`config.mk`:
```
export PLATFORM = sky130hd
export DESIGN_NAME = wavegen_top
export DESIGN_NICKNAME = d
export VERILOG_FILES = /design/src/hdl/wavegen_pkg.sv /design/src/hdl/amp_scale.sv /design/src/hdl/phase_step.sv /design/src/hdl/wave_rom.sv /design/src/hdl/wavegen_ctrl.sv /design/src/hdl/wavegen_top.sv
export SDC_FILE = /design/constraint.sdc
export NUM_CORES = 1
export LEC_CHECK = 0
export BUFFER_PORTS_ARGS = -buffer_cell sky130_fd_sc_hd__buf_2
export CAP_MARGIN = 20
export CORE_AREA = 2 2 39 41
export CTS_BUF_LIST = sky130_fd_sc_hd__clkbuf_8 sky130_fd_sc_hd__clkbuf_16
export DETAILED_ROUTE_END_ITERATION = 7
export DIE_AREA = 0 0 41 43
export GPL_TIMING_DRIVEN = 0
export MAX_ROUTING_LAYER = met4
export PLACE_DENSITY_LB_ADDON = 0.08
export SKIP_CTS_REPAIR_TIMING = 1
export SLEW_MARGIN = 10
export SYNTH_ARGS = -nofsm -noshare
export SYNTH_HDL_FRONTEND = slang
export SYNTH_SLANG_ARGS = --single-unit
```
`constraint.sdc`:
```
create_clock -name clk -period 1.85 [get_ports clk]
set_input_delay 0.0925 -clock clk [delete_from_list [all_inputs] [get_ports clk]]
set_output_delay 0.0925 -clock clk [all_outputs]
set_load 0.01 [all_outputs]
```
`src/hdl/wave_rom.hex`:
```
0000
0310
05A8
0764
0800
0764
05A8
0310
0000
FCF0
FA58
F89C
F800
F89C
FA58
FCF0
0800
0764
05A8
0310
0000
FCF0
FA58
F89C
F800
F89C
FA58
FCF0
0000
0310
05A8
0764
0000
0200
0400
0600
0800
0600
0400
0200
0000
FE00
FC00
FA00
F800
FA00
FC00
FE00
0800
0800
0800
0800
0800
0800
0800
0800
F800
F800
F800
F800
F800
F800
F800
F800

```
`src/hdl/wavegen_pkg.sv`:
```
// Shared widths, types and constants for the waveform generator.
// Every design file refers to these by scoped name.
package wavegen_pkg;

	// Width of a table word and of an output sample.
	localparam int DATA_WIDTH = 16;

	// Integer bits of the signed amplitude.
	localparam int INT_BITS = 4;

	// The amplitude sits above this many fraction bits in the fixed point register.
	localparam int FRAC_BITS = DATA_WIDTH - INT_BITS;

	// A signed table value or a scaled output sample.
	typedef logic signed [DATA_WIDTH-1:0] sample_t;

	// The signed amplitude as it arrives from outside.
	typedef logic signed [INT_BITS-1:0] amp_t;

	// Waveform select.
	// The encoding is 0 sine, 1 cosine, 2 triangle and 3 square.
	typedef logic [1:0] shape_t;

	// The select value that the ROM starts from after reset.
	localparam shape_t SHAPE_SINE = 2'd0;

	// Controller states.
	typedef enum logic [1:0] {
		ST_IDLE = 2'd0,
		ST_CONF = 2'd1,
		ST_GEN  = 2'd2
	} ctrl_state_t;

	// The amplitude after reset is an integer gain of one.
	localparam amp_t AMP_RESET = 4'sd1;

endpackage

```
`src/hdl/amp_scale.sv`:
```
// Amplitude scaling and the output sample register.
// The table word is multiplied by a fixed point gain and the result is
// registered together with its valid flag.
module amp_scale (
	input  logic                 clk,
	input  logic                 rst,
	input  logic                 load_i,
	input  wavegen_pkg::amp_t    amp_i,
	input  wavegen_pkg::sample_t data_i,
	input  logic                 step_i,
	output wavegen_pkg::sample_t sample_o,
	output logic                 sample_valid_o
);

	// Full product width of two samples.
	localparam int PROD_WIDTH = 2 * wavegen_pkg::DATA_WIDTH;

	wavegen_pkg::sample_t         amp_q;
	logic signed [PROD_WIDTH-1:0] product;
	logic                         step_d1;
	logic                         valid_q;
	wavegen_pkg::sample_t         sample_q;

	// The gain is kept with its integer part on top of the fraction bits.
	// An integer amplitude therefore lands as a whole number in fixed point.
	always_ff @(posedge clk) begin
		if (rst) begin
			amp_q <= {wavegen_pkg::AMP_RESET, {wavegen_pkg::FRAC_BITS{1'b0}}};
		end else if (load_i) begin
			amp_q <= {amp_i, {wavegen_pkg::FRAC_BITS{1'b0}}};
		end
	end

	// Signed by signed gives a signed product.
	assign product = data_i * amp_q;

	// The step reaches here two edges late, matching the address and ROM stages.
	// The first delay lines up with the ROM word, the second with the sample.
	always_ff @(posedge clk) begin
		if (rst) begin
			step_d1 <= 1'b0;
			valid_q <= 1'b0;
		end else begin
			step_d1 <= step_i;
			valid_q <= step_d1;
		end
	end

	// Dropping the fraction bits undoes the fixed point scale.
	// The upper bits are cut off at the sample width.
	always_ff @(posedge clk) begin
		if (step_d1) begin
			sample_q <= product[wavegen_pkg::FRAC_BITS +: wavegen_pkg::DATA_WIDTH];
		end
	end

	assign sample_o       = sample_q;
	assign sample_valid_o = valid_q;

	// Nothing left in the pipe may come out right after reset.
	valid_after_rst: assert property (@(posedge clk) rst |=> !sample_valid_o)
		else $error("sample valid high right after reset");

endmodule

```
`src/hdl/phase_step.sv`:
```
// Table address register.
// It clears to zero, holds, or advances by one on each step.
module phase_step #(
	parameter int ADDR_WIDTH = 4
) (
	input  logic                  clk,
	input  logic                  rst,
	input  logic                  clear_i,
	input  logic                  step_i,
	output logic [ADDR_WIDTH-1:0] addr_o
);

	logic [ADDR_WIDTH-1:0] addr_q;
	logic [ADDR_WIDTH-1:0] addr_next;

	// The sum drops its carry, so the last entry wraps back to entry 0.
	assign addr_next = addr_q + ADDR_WIDTH'(1);

	// Clear has priority over step.
	// The controller never raises both, but the register stays safe if it did.
	always_ff @(posedge clk) begin
		if (rst || clear_i) begin
			addr_q <= '0;
		end else if (step_i) begin
			addr_q <= addr_next;
		end
	end

	// The current address goes to the ROM in the same cycle as the step.
	assign addr_o = addr_q;

	// With neither clear nor step, the address must not move on the next edge.
	addr_hold: assert property (@(posedge clk) disable iff (rst)
		(!clear_i && !step_i) |=> $stable(addr_o))
		else $error("address moved without clear or step");

endmodule

```
`src/hdl/wave_rom.sv`:
```
// Combined waveform table.
// Each shape owns one block of 2**ADDR_WIDTH words, sine first and square last.
// The shape select sits in the upper address bits.
module wave_rom #(
	parameter int ADDR_WIDTH = 4
) (
	input  logic                         clk,
	input  logic                         rst,
	input  logic                         load_i,
	input  wavegen_pkg::shape_t          shape_i,
	input  logic [ADDR_WIDTH-1:0]        addr_i,
	output wavegen_pkg::sample_t         data_o
);

	// Four shapes share the table.
	localparam int ROM_DEPTH = 4 * (2 ** ADDR_WIDTH);

	wavegen_pkg::shape_t  shape_q;
	wavegen_pkg::sample_t table_mem [ROM_DEPTH];
	wavegen_pkg::sample_t data_q;
	logic [ADDR_WIDTH+1:0] rom_addr;

	// The table holds sixteen words per shape at the default address width.
	initial begin
		$readmemh("/design/src/hdl/wave_rom.hex", table_mem);
	end

	// The select is taken while the controller is in Configure.
	// It takes effect from the next cycle.
	always_ff @(posedge clk) begin
		if (rst) begin
			shape_q <= wavegen_pkg::SHAPE_SINE;
		end else if (load_i) begin
			shape_q <= shape_i;
		end
	end

	// Shape picks the block and the phase address picks the word inside it.
	assign rom_addr = {shape_q, addr_i};

	// Registered read every cycle.
	// The word for a step shows up one cycle after the step.
	always_ff @(posedge clk) begin
		data_q <= table_mem[rom_addr];
	end

	assign data_o = data_q;

endmodule

```
`src/hdl/wavegen_ctrl.sv`:
```
// Controller for the waveform generator.
// It runs the Idle, Configure and Generate sequence and keeps the credit count.
// A step is issued only in Generate and only while a credit is left.
module wavegen_ctrl #(
	parameter int CREDITS = 4
) (
	input  logic clk,
	input  logic rst,
	input  logic conf_i,
	input  logic stop_i,
	input  logic credit_i,
	output logic clear_o,
	output logic load_o,
	output logic step_o
);

	// Wide enough to hold the full credit count.
	localparam int CNT_WIDTH = $clog2(CREDITS + 1);

	wavegen_pkg::ctrl_state_t state_q;
	wavegen_pkg::ctrl_state_t state_d;
	logic [CNT_WIDTH-1:0]     credit_cnt_q;

	// Next state.
	// A configure request always wins, then stop decides between Idle and Generate.
	always_comb begin
		state_d = state_q;
		case (state_q)
			wavegen_pkg::ST_IDLE: begin
				if (conf_i) begin
					state_d = wavegen_pkg::ST_CONF;
				end else if (!stop_i) begin
					state_d = wavegen_pkg::ST_GEN;
				end
			end
			wavegen_pkg::ST_CONF: begin
				if (conf_i) begin
					state_d = wavegen_pkg::ST_CONF;
				end else if (stop_i) begin
					state_d = wavegen_pkg::ST_IDLE;
				end else begin
					state_d = wavegen_pkg::ST_GEN;
				end
			end
			wavegen_pkg::ST_GEN: begin
				if (conf_i) begin
					state_d = wavegen_pkg::ST_CONF;
				end else if (stop_i) begin
					state_d = wavegen_pkg::ST_IDLE;
				end
			end
			default: state_d = wavegen_pkg::ST_IDLE;
		endcase
	end

	always_ff @(posedge clk) begin
		if (rst) begin
			state_q <= wavegen_pkg::ST_IDLE;
		end else begin
			state_q <= state_d;
		end
	end

	// The address is held at zero outside Generate, so the next run starts at entry 0.
	assign clear_o = (state_q == wavegen_pkg::ST_IDLE) || (state_q == wavegen_pkg::ST_CONF);
	assign load_o  = (state_q == wavegen_pkg::ST_CONF);
	assign step_o  = (state_q == wavegen_pkg::ST_GEN) && (credit_cnt_q != '0);

	// Each step spends a credit and each returned credit adds one.
	// Both in the same cycle leave the count where it is.
	always_ff @(posedge clk) begin
		if (rst) begin
			credit_cnt_q <= CNT_WIDTH'(CREDITS);
		end else if (step_o && !credit_i) begin
			credit_cnt_q <= credit_cnt_q - 1'b1;
		end else if (credit_i && !step_o) begin
			credit_cnt_q <= credit_cnt_q + 1'b1;
		end
	end

	// The consumer must never return more credits than it was given.
	credit_limit: assert property (@(posedge clk) disable iff (rst)
		credit_cnt_q <= CREDITS)
		else $error("credit count %0d above %0d", credit_cnt_q, CREDITS);

	// The address register would see clear and step at once otherwise.
	step_clear_excl: assert property (@(posedge clk) disable iff (rst) !(step_o && clear_o))
		else $error("step and clear high together");

endmodule

```
`src/hdl/wavegen_top.sv`:
```
// Waveform generator top level.
// The controller drives the address register, the table and the scaler.
// Samples leave under credit flow control with a fixed two cycle latency.
module wavegen_top #(
	parameter int ADDR_WIDTH = 4,
	parameter int CREDITS    = 4
) (
	input  logic                 clk,
	input  logic                 rst,
	input  logic                 conf_i,
	input  logic                 stop_i,
	input  wavegen_pkg::shape_t  shape_i,
	input  wavegen_pkg::amp_t    amp_i,
	input  logic                 credit_i,
	output wavegen_pkg::sample_t sample_o,
	output logic                 sample_valid_o
);

	logic                  clear;
	logic                  load;
	logic                  step;
	logic [ADDR_WIDTH-1:0] addr;
	wavegen_pkg::sample_t  rom_data;

	wavegen_ctrl #(
		.CREDITS(CREDITS)
	) u_ctrl (
		.clk     (clk),
		.rst     (rst),
		.conf_i  (conf_i),
		.stop_i  (stop_i),
		.credit_i(credit_i),
		.clear_o (clear),
		.load_o  (load),
		.step_o  (step)
	);

	phase_step #(
		.ADDR_WIDTH(ADDR_WIDTH)
	) u_phase (
		.clk    (clk),
		.rst    (rst),
		.clear_i(clear),
		.step_i (step),
		.addr_o (addr)
	);

	// Shape and amplitude are both taken in Configure.
	wave_rom #(
		.ADDR_WIDTH(ADDR_WIDTH)
	) u_rom (
		.clk    (clk),
		.rst    (rst),
		.load_i (load),
		.shape_i(shape_i),
		.addr_i (addr),
		.data_o (rom_data)
	);

	amp_scale u_scale (
		.clk           (clk),
		.rst           (rst),
		.load_i        (load),
		.amp_i         (amp_i),
		.data_i        (rom_data),
		.step_i        (step),
		.sample_o      (sample_o),
		.sample_valid_o(sample_valid_o)
	);

endmodule

```
Word-level counts from Yosys, hierarchy flattened. Index checks and enable logic that the tools add are counted.

$add $sub $neg: 2. $mul: 1. Div/mod/pow operators: 0. $lt $le $gt $ge: 0. Eq/ne operators: 4. Shifts and indexed selects: 0. Multiplexer cells: 9. Bitwise gates (word level): 0. Reductions and logical operators: 9.

Operators by type and width (number): $mul 16x4->16 (1); $mux 2 (6); $mux 3 (2); $ne 3x3->1 const B (2); $pmux 2 s3 (1); $add 3x1->3 const B (1); $logic_and 1x1->1 (3); $reduce_bool 3->1 (1); $sub 3x1->3 const B (1); $eq 2x1->1 const B (1); $eq 2x2->1 const B (1); $logic_not 1->1 (2); $logic_not 2->1 (1); $reduce_and 2->1 (1); $reduce_bool 2->1 (1).

Register bits after elaboration: 43. Latch bits: 0. Memory bits (writable): 0. Bits in read-only memories: 0. Output and inout bits: 17. Word-level logic and storage cells: 32. Memories kept: 0.

Longest topological paths before layout. Gate-level depths: netlist (run 1).

Depth in word-level cells: 6. Gate-level depth with buffers: 8.

By module. A second synthesis (run 1) with hierarchy kept.

Cells, all modules: 277. Area total of the unflattened synthesis: 2857.7 µm².

By module, submodules not included: amp_scale (instances 1, cells each 216, area each 2317.2 µm², sequential area each 600.6 µm²); wavegen_ctrl (instances 1, cells each 27, area each 239.0 µm², sequential area each 100.1 µm²); phase_step (instances 1, cells each 17, area each 177.7 µm², sequential area each 80.1 µm²); wave_rom (instances 1, cells each 17, area each 123.9 µm², sequential area each 0.0 µm²).

Worst setup path after synthesis (run 1). Ideal clock, no wire load.

Path type: register to register. Start point: register u_ctrl.credit_cnt_q[0]. End point: register u_ctrl.credit_cnt_q[2]. Library setup time: 0.127 ns. Arrival time: 1.788 ns. Required time: 1.723 ns. Setup slack: -0.065 ns. Cell stages (with the launch flop): 9. Period minus slack after synthesis: 1.915 ns. Cell sequence: dfxtp_1 nor3_1 nor3b_1 ha_1 inv_1 fa_1 xor2_1 o21ai_1 or3b_1.

Word-level cells in the longest chain between the ends: 5.

Ends and longest elaborated chain: start, declared (RTL line wavegen_ctrl.sv:22) `logic [CNT_WIDTH-1:0] credit_cnt_q;`; start signal, assigned (RTL line wavegen_ctrl.sv:73) `credit_cnt_q <= CNT_WIDTH'(CREDITS);`; start signal, assigned (RTL line wavegen_ctrl.sv:75) `credit_cnt_q <= credit_cnt_q - 1'b1;`; start signal, assigned (RTL line wavegen_ctrl.sv:77) `credit_cnt_q <= credit_cnt_q + 1'b1;`; $reduce_bool 3->1 * (RTL line wavegen_ctrl.sv:67) `assign step_o = (state_q == wavegen_pkg::ST_GEN) && (credit_cnt_q != '0);`; $logic_and 1x1->1 * (RTL line wavegen_ctrl.sv:67); via step (RTL line wavegen_top.sv:21) `logic step;`; $logic_not 1->1 (RTL line wavegen_ctrl.sv:76) `end else if (credit_i && !step_o) begin`; $logic_and 1x1->1 (RTL line wavegen_ctrl.sv:76); $reduce_bool 2->1 (no source line).

Mark *: on every way through the listed nets, which the timed path passes. The rest lies on a longest branch. The select of a mux whose other input is x is not followed. A chain may end at the register's enable or synchronous reset.

Worst setup path in the final report (run 1).
Start point: register u_ctrl.credit_cnt_q[2]. End point: register u_ctrl.credit_cnt_q[2].

Same word-level chain as after synthesis.

==> results.toml, run 1 <==
[worst_setup_path]
timing.rr.start = "u_ctrl.credit_cnt_q[2]$_SDFFE_PP1P_"
ff2ff_setup_slack_ps = -60
r2r-end = "u_ctrl.credit_cnt_q[2]$_SDFFE_PP1P_"
cp.arrival_ps = 2010
cp.required_ps = 1950
cp_slowest_cell = "fa_2"
reg2regPathDepth = 8
cp_max_fo = 3
cp-endpoint = "u_ctrl.credit_cnt_q[2]$_SDFFE_PP1P_"
crit_chain = "nor3_2 > nor3b_2 > ha_2 > inv_2 > fa_2 > xor2_2 > o21ai_1 > or3b_1"
startpoint_type = "flop"
worstSetupStartpoint = "u_ctrl.credit_cnt_q[2]$_SDFFE_PP1P_"
criticalPathCategory = "reg2reg"
critPathMaxStageDelay_ps = 350
cp-end-kind = "flop"

[power]
p_clk_frac = 0.440
power_switching_uw = 109
p_sw_frac = 0.235
intPower_uw = 353
leakagePower_uw = 0.000314
p_comb_frac = 0.190
power.total_uw = 461
seqPwrFrac = 0.370
power_density_nw_per_um2 = 775
ir_worst_vdd_mv = 0.567

[synthesis]
syn_inst = 46
ys_types = 15
ys_seq_elements = 7
yosysSeqAreaShare = 0.344
synth_simple_gate_area_frac = 0.156
synth_compound_area_frac = 0.0368
synthMuxAreaShare = 0
synthXorXnorAreaFrac = 0.0429
synth_fa_ha_area_frac = 0.0798
syn_area_per_cell_sq_um = 8.87
synth_top_family_by_area = "buffers and inverters"
synth_warnings = 0
syn_area_sq_um = 408

[clock_network]
cts_max_level = 1
clkSinkCount = 7
clockBufferDepth = 2
numCtsBuffers = 3
path_clk_slew_ps = 40
clock-root-buffer = "clkbuf_8"
tritoncts = "done"
clkLatencyLatePin_ps = 220

[routing]
drc = 0
dr_wl_met3_microns = 47
routed_via_density = 3.26
initialDrtViolationCount = 4
wire_per_inst_microns = 6.26
met2_length_microns = 264
highest_layer = "met4"
wl_microns = 551
first_pass_iters = 2
detail-route-antenna-nets = 0
num_vias = 287
met1_length_microns = 233

[sta]
post-route-min-period_ps = 1910
rsz0062_at_grt = "yes"
clock_skew_ps = 0.340
finalSetupViolCount = 1
hold_viol_final = 0
fmax_ghz = 0.522
report.final.slew_viol_count = 0
holdWs_ps = 36.2
setup-tns-final_ps = -64.8
setup_ws_ps = -64.8
min_period_over_period = 1.04

[die]
fp.dieArea_sq_um = 1760
ios = 28
placeableCoreArea_sq_um = 1380
die_width_microns = 41
initial_utilization = 0.295
die_h_microns = 43
rows = 14

[flow_run]
max_cap_violations = 0

[cells_and_area]
syn2layout_area_growth_pct = 46.0
diodes = 0
final_design_area_no_fill_sq_um = 596
num-nets-final = 86
drive_gt1_frac = 0.486

[placement]
placed_cell_area_sq_um = 528
finalWeightedCongestion = 0.663
io_buffers = 5

[grt]
grt_start_max_net_pins = 7
grt_pass1_wl_microns = 834
antenna_found_initial = 0
track_usage = 0.0767
grt_pass1_vias = 199
grt_overflow = 0

[status]
outcome = "complete, but fails checks"
violations = "setup timing"

[hold_path]
hp-class = "in2reg"
## final cells by class
class                      count  area, sq um
multi-input combinational     34          211
sequential                     7          144
clock buffer                   3         41.3
inverter                       4         15.0
tap                           16         20.0
fill                         147          788
timing repair buffer           7         40.0
buffer                        16          120
clock inverter                 1         3.75
## power groups by stage
stage,Clock [uW],Combinational [uW],Sequential [uW]
after global routing,226,98.9,172
after floorplan,0,68.8,172
after CTS,212,80.4,171
after detailed placement,0,80.0,174
after global placement,0,80.2,174
final,203,87.8,171
## state kept, by name, indices dropped and copies added (netlist names)
signal                  flops
u_scale.step_d1             1
u_scale.sample_valid_o      1
u_ctrl.state_q              2
u_ctrl.credit_cnt_q         3
## worst max-delay path: cells and delay by family, from the launching register on
family          cells  cell delay [ps]
flops               1              340
xor+xnor            1              160
buf+inv             1               40
compound gates      1              100
simple gates        3              580
fa+ha+maj           2              580
## synth_stat cells
master,number,area share
nor2_1,3,0.028
ha_1,1,0.031
buf_4,16,0.29
conb_1,1,0.0092
nor2b_1,2,0.031
fa_1,1,0.049
and2_1,1,0.015
inv_1,4,0.037
nor3b_1,2,0.037
a21oi_1,2,0.025
dfxtp_1,7,0.34
o21ai_1,1,0.012
xor2_1,2,0.043
or3b_1,1,0.021
nor3_1,2,0.025
## cell usage in the layout, fill, tap and decap left out, types with 2 or more instances in the layout
master / n
inv_1: 4
nor2_1: 3
dfxtp_2: 3
a21oi_1: 2
buf_2: 5
nor2b_1: 2
dfxtp_1: 4
buf_4: 18
clkbuf_8: 3
conb_1: 16
## worst min path at each step
stage,cells after the start,to,startpoint
after CTS,2,u_ctrl.state_q[1]$_SDFFE_PP0P_,stop_i
after global placement,2,u_ctrl.state_q[1]$_SDFFE_PP0P_,stop_i
final,2,u_ctrl.state_q[1]$_SDFFE_PP0P_,stop_i
after detailed placement,2,u_ctrl.state_q[1]$_SDFFE_PP0P_,stop_i
after global routing,2,u_ctrl.state_q[1]$_SDFFE_PP0P_,stop_i
after floorplan,1,u_ctrl.credit_cnt_q[0]$_SDFFE_PP0P_,rst
## through the flow
stage,utilization,std cells,setup WS (ps)
final,0.430,88,-64.8
after global routing,0.430,88,-154
after CTS,0.414,86,-114
after detailed placement,0.382,82,-110
after global placement,0.382,82,-103
after floorplan,-,61,-28.0
## layer usage
layer  vias to the layer above  GRT usage
met3                         2     0.0314
met1                       114     0.0921
met2                        11     0.0969
met4                         0     0.0600
li1                        160          -
met5                         -          -
## logic make-up (layout without fill, tap and decap cells)
kind of cell | Yosys count | in the layout
compound gates | 3 | 3
xor+xnor | 2 | 2
other cells | 1 | 16
fa+ha+maj | 2 | 2
buf+inv | 20 | 31
flops | 7 | 7
simple gates | 11 | 11
No activity file was read; power rests on OpenSTA's default activity.
==> inputs of run 2 (changes only) <==
==> constraint.sdc (replaced) <==
create_clock -name clk -period 1.85 [get_ports clk]
set_input_delay 0 -clock clk [delete_from_list [all_inputs] [get_ports clk]]
set_output_delay 0 -clock clk [all_outputs]
set_load 0.01 [all_outputs]
==> run 2 against run 1 <==
The run ends with hold timing, setup timing left. Utilization is 1.4 points higher. Sequential share of layout area is 0.79 points lower. First-iteration DRC count unchanged. Register-to-register slack is essentially flat. Critical path depth unchanged. Worst hold slack got worse by 40 ps. Count of clock-buffer cells in the layout did not move. Highest routed layer unchanged. Via count up 2.8%. Clock skew about the same.
==> results.toml, run 2 (same netlist as run 1, synthesis figures left out) <==
[die]
placeableCoreArea_sq_um = 1380
die_width_microns = 41
ios = 28
initial_utilization = 0.295
fp.dieArea_sq_um = 1760
die_h_microns = 43
rows = 14

[hold_path]
min-delay-start = "conf_i"
hp-class = "in2reg"

[worst_setup_path]
startpoint_type = "flop"
crit_chain = "nor3_2 > nor3b_2 > ha_2 > inv_2 > fa_2 > xor2_2 > o21ai_1 > or3b_1"
crit_family = "simple AND/OR/NAND/NOR gates"
cp.arrival_ps = 2010
criticalPathCategory = "reg2reg"
critPathMaxStageDelay_ps = 350
timing.rr.start = "u_ctrl.credit_cnt_q[2]$_SDFFE_PP1P_"
cp.required_ps = 1950
worstSetupStartpoint = "u_ctrl.credit_cnt_q[2]$_SDFFE_PP1P_"
ff2ff_setup_slack_ps = -60
cp_slowest_cell = "fa_2"
critPathBufInv = 1
cp_max_fo = 3
cp-end-kind = "flop"

[cells_and_area]
top_register = "u_ctrl.credit_cnt_q"
diodes = 0
num-nets-final = 88
final_cell_mix = "buf_4 (18), conb_1 (16), buf_2 (5)"
reg_top3 = "u_ctrl.credit_cnt_q x3, u_ctrl.state_q x2"
largest_reg_flops = 3
final_common_cell = "buf_4"
drive_gt1_frac = 0.473
syn2layout_area_growth_pct = 50.9
fin_util = 0.445

[clock_network]
clkLatencyLatePin_ps = 220
clkSinkCount = 7
numCtsBuffers = 3
path_clk_slew_ps = 40
clockBufferDepth = 2
tritoncts = "done"
cts_max_level = 1
clock-root-buffer = "clkbuf_8"

[sta]
post-route-min-period_ps = 1910
hold_viol_final = 1
min_period_over_period = 1.04
clock_skew_ps = 0.304
report.final.slew_viol_count = 0
fmax_ghz = 0.522
setup_ws_ps = -64.8
finalSetupViolCount = 1
rsz0062_at_grt = "yes"
holdWs_ps = -3.85

[flow_run]
max_cap_violations = 0

[power]
p_clk_frac = 0.437
power_switching_uw = 109
power_density_nw_per_um2 = 755
ir_worst_vdd_mv = 0.572
leakagePower_uw = 0.000325
intPower_uw = 355
p_comb_frac = 0.195
seqPwrFrac = 0.368
p_sw_frac = 0.235

[routing]
routed_via_density = 3.28
initialDrtViolationCount = 4
detail-route-antenna-nets = 0
wl_microns = 584
wire_per_inst_microns = 6.49
drc = 0
num_vias = 295
first_pass_iters = 2

[grt]
grt_pass1_wl_microns = 834
grt_overflow = 0
grt_start_max_net_pins = 7
antenna_found_initial = 0
grt_pass1_vias = 199
track_usage = 0.0767

[status]
outcome = "complete, but fails checks"
violations = "hold timing, setup timing"

[placement]
finalWeightedCongestion = 0.663
io_buffers = 5
-- run 2: layout make-up --
class / instances / area, sq um
buffer: 16 / 120
multi-input combinational: 34 / 211
clock inverter: 1 / 3.75
fill: 145 / 768
clock buffer: 3 / 41.3
inverter: 4 / 15.0
tap: 16 / 20.0
sequential: 7 / 144
timing repair buffer: 9 / 60.1
-- run 2: power by group through the flow --
stage	Sequential, uW	Combinational (uW)	Clock, uW
after floorplan	172	68.8	0
after global placement	174	80.2	0
after detailed placement	174	80.0	0
after CTS	171	80.4	212
after global routing	172	102	226
final	171	90.8	203
-- run 2: worst paths after layout --
path | endpoint | cells after the start
max reg2reg | u_ctrl.credit_cnt_q[2]$_SDFFE_PP1P_ | 8
max | u_ctrl.credit_cnt_q[2]$_SDFFE_PP1P_ | 8
min | u_ctrl.state_q[0]$_SDFFE_PP0P_ | 2
min reg2reg | u_scale.sample_valid_o$_SDFF_PP0_ | 1
-- run 2: metrics by stage --
step / power, uW / setup TNS [ps] / std cells / area, sq um / setup WS [ps]
3_5_place_dp: 254 / -110 / 82 / 528 / -110
6_report: 465 / -64.8 / 90 / 616 / -64.8
4_1_cts: 464 / -114 / 86 / 573 / -114
3_3_place_gp: 254 / -103 / 82 / 528 / -103
5_1_grt: 500 / -154 / 90 / 616 / -154
2_1_floorplan: 241 / -28.0 / 61 / 483 / -28.0
-- run 2: layer usage --
metal,GRT usage,routed length (microns),vias up
met5,-,0,-
met4,0.0600,5,0
met3,0.0314,47,2
met2,0.0969,292,11
met1,0.0921,238,118
li1,-,-,164
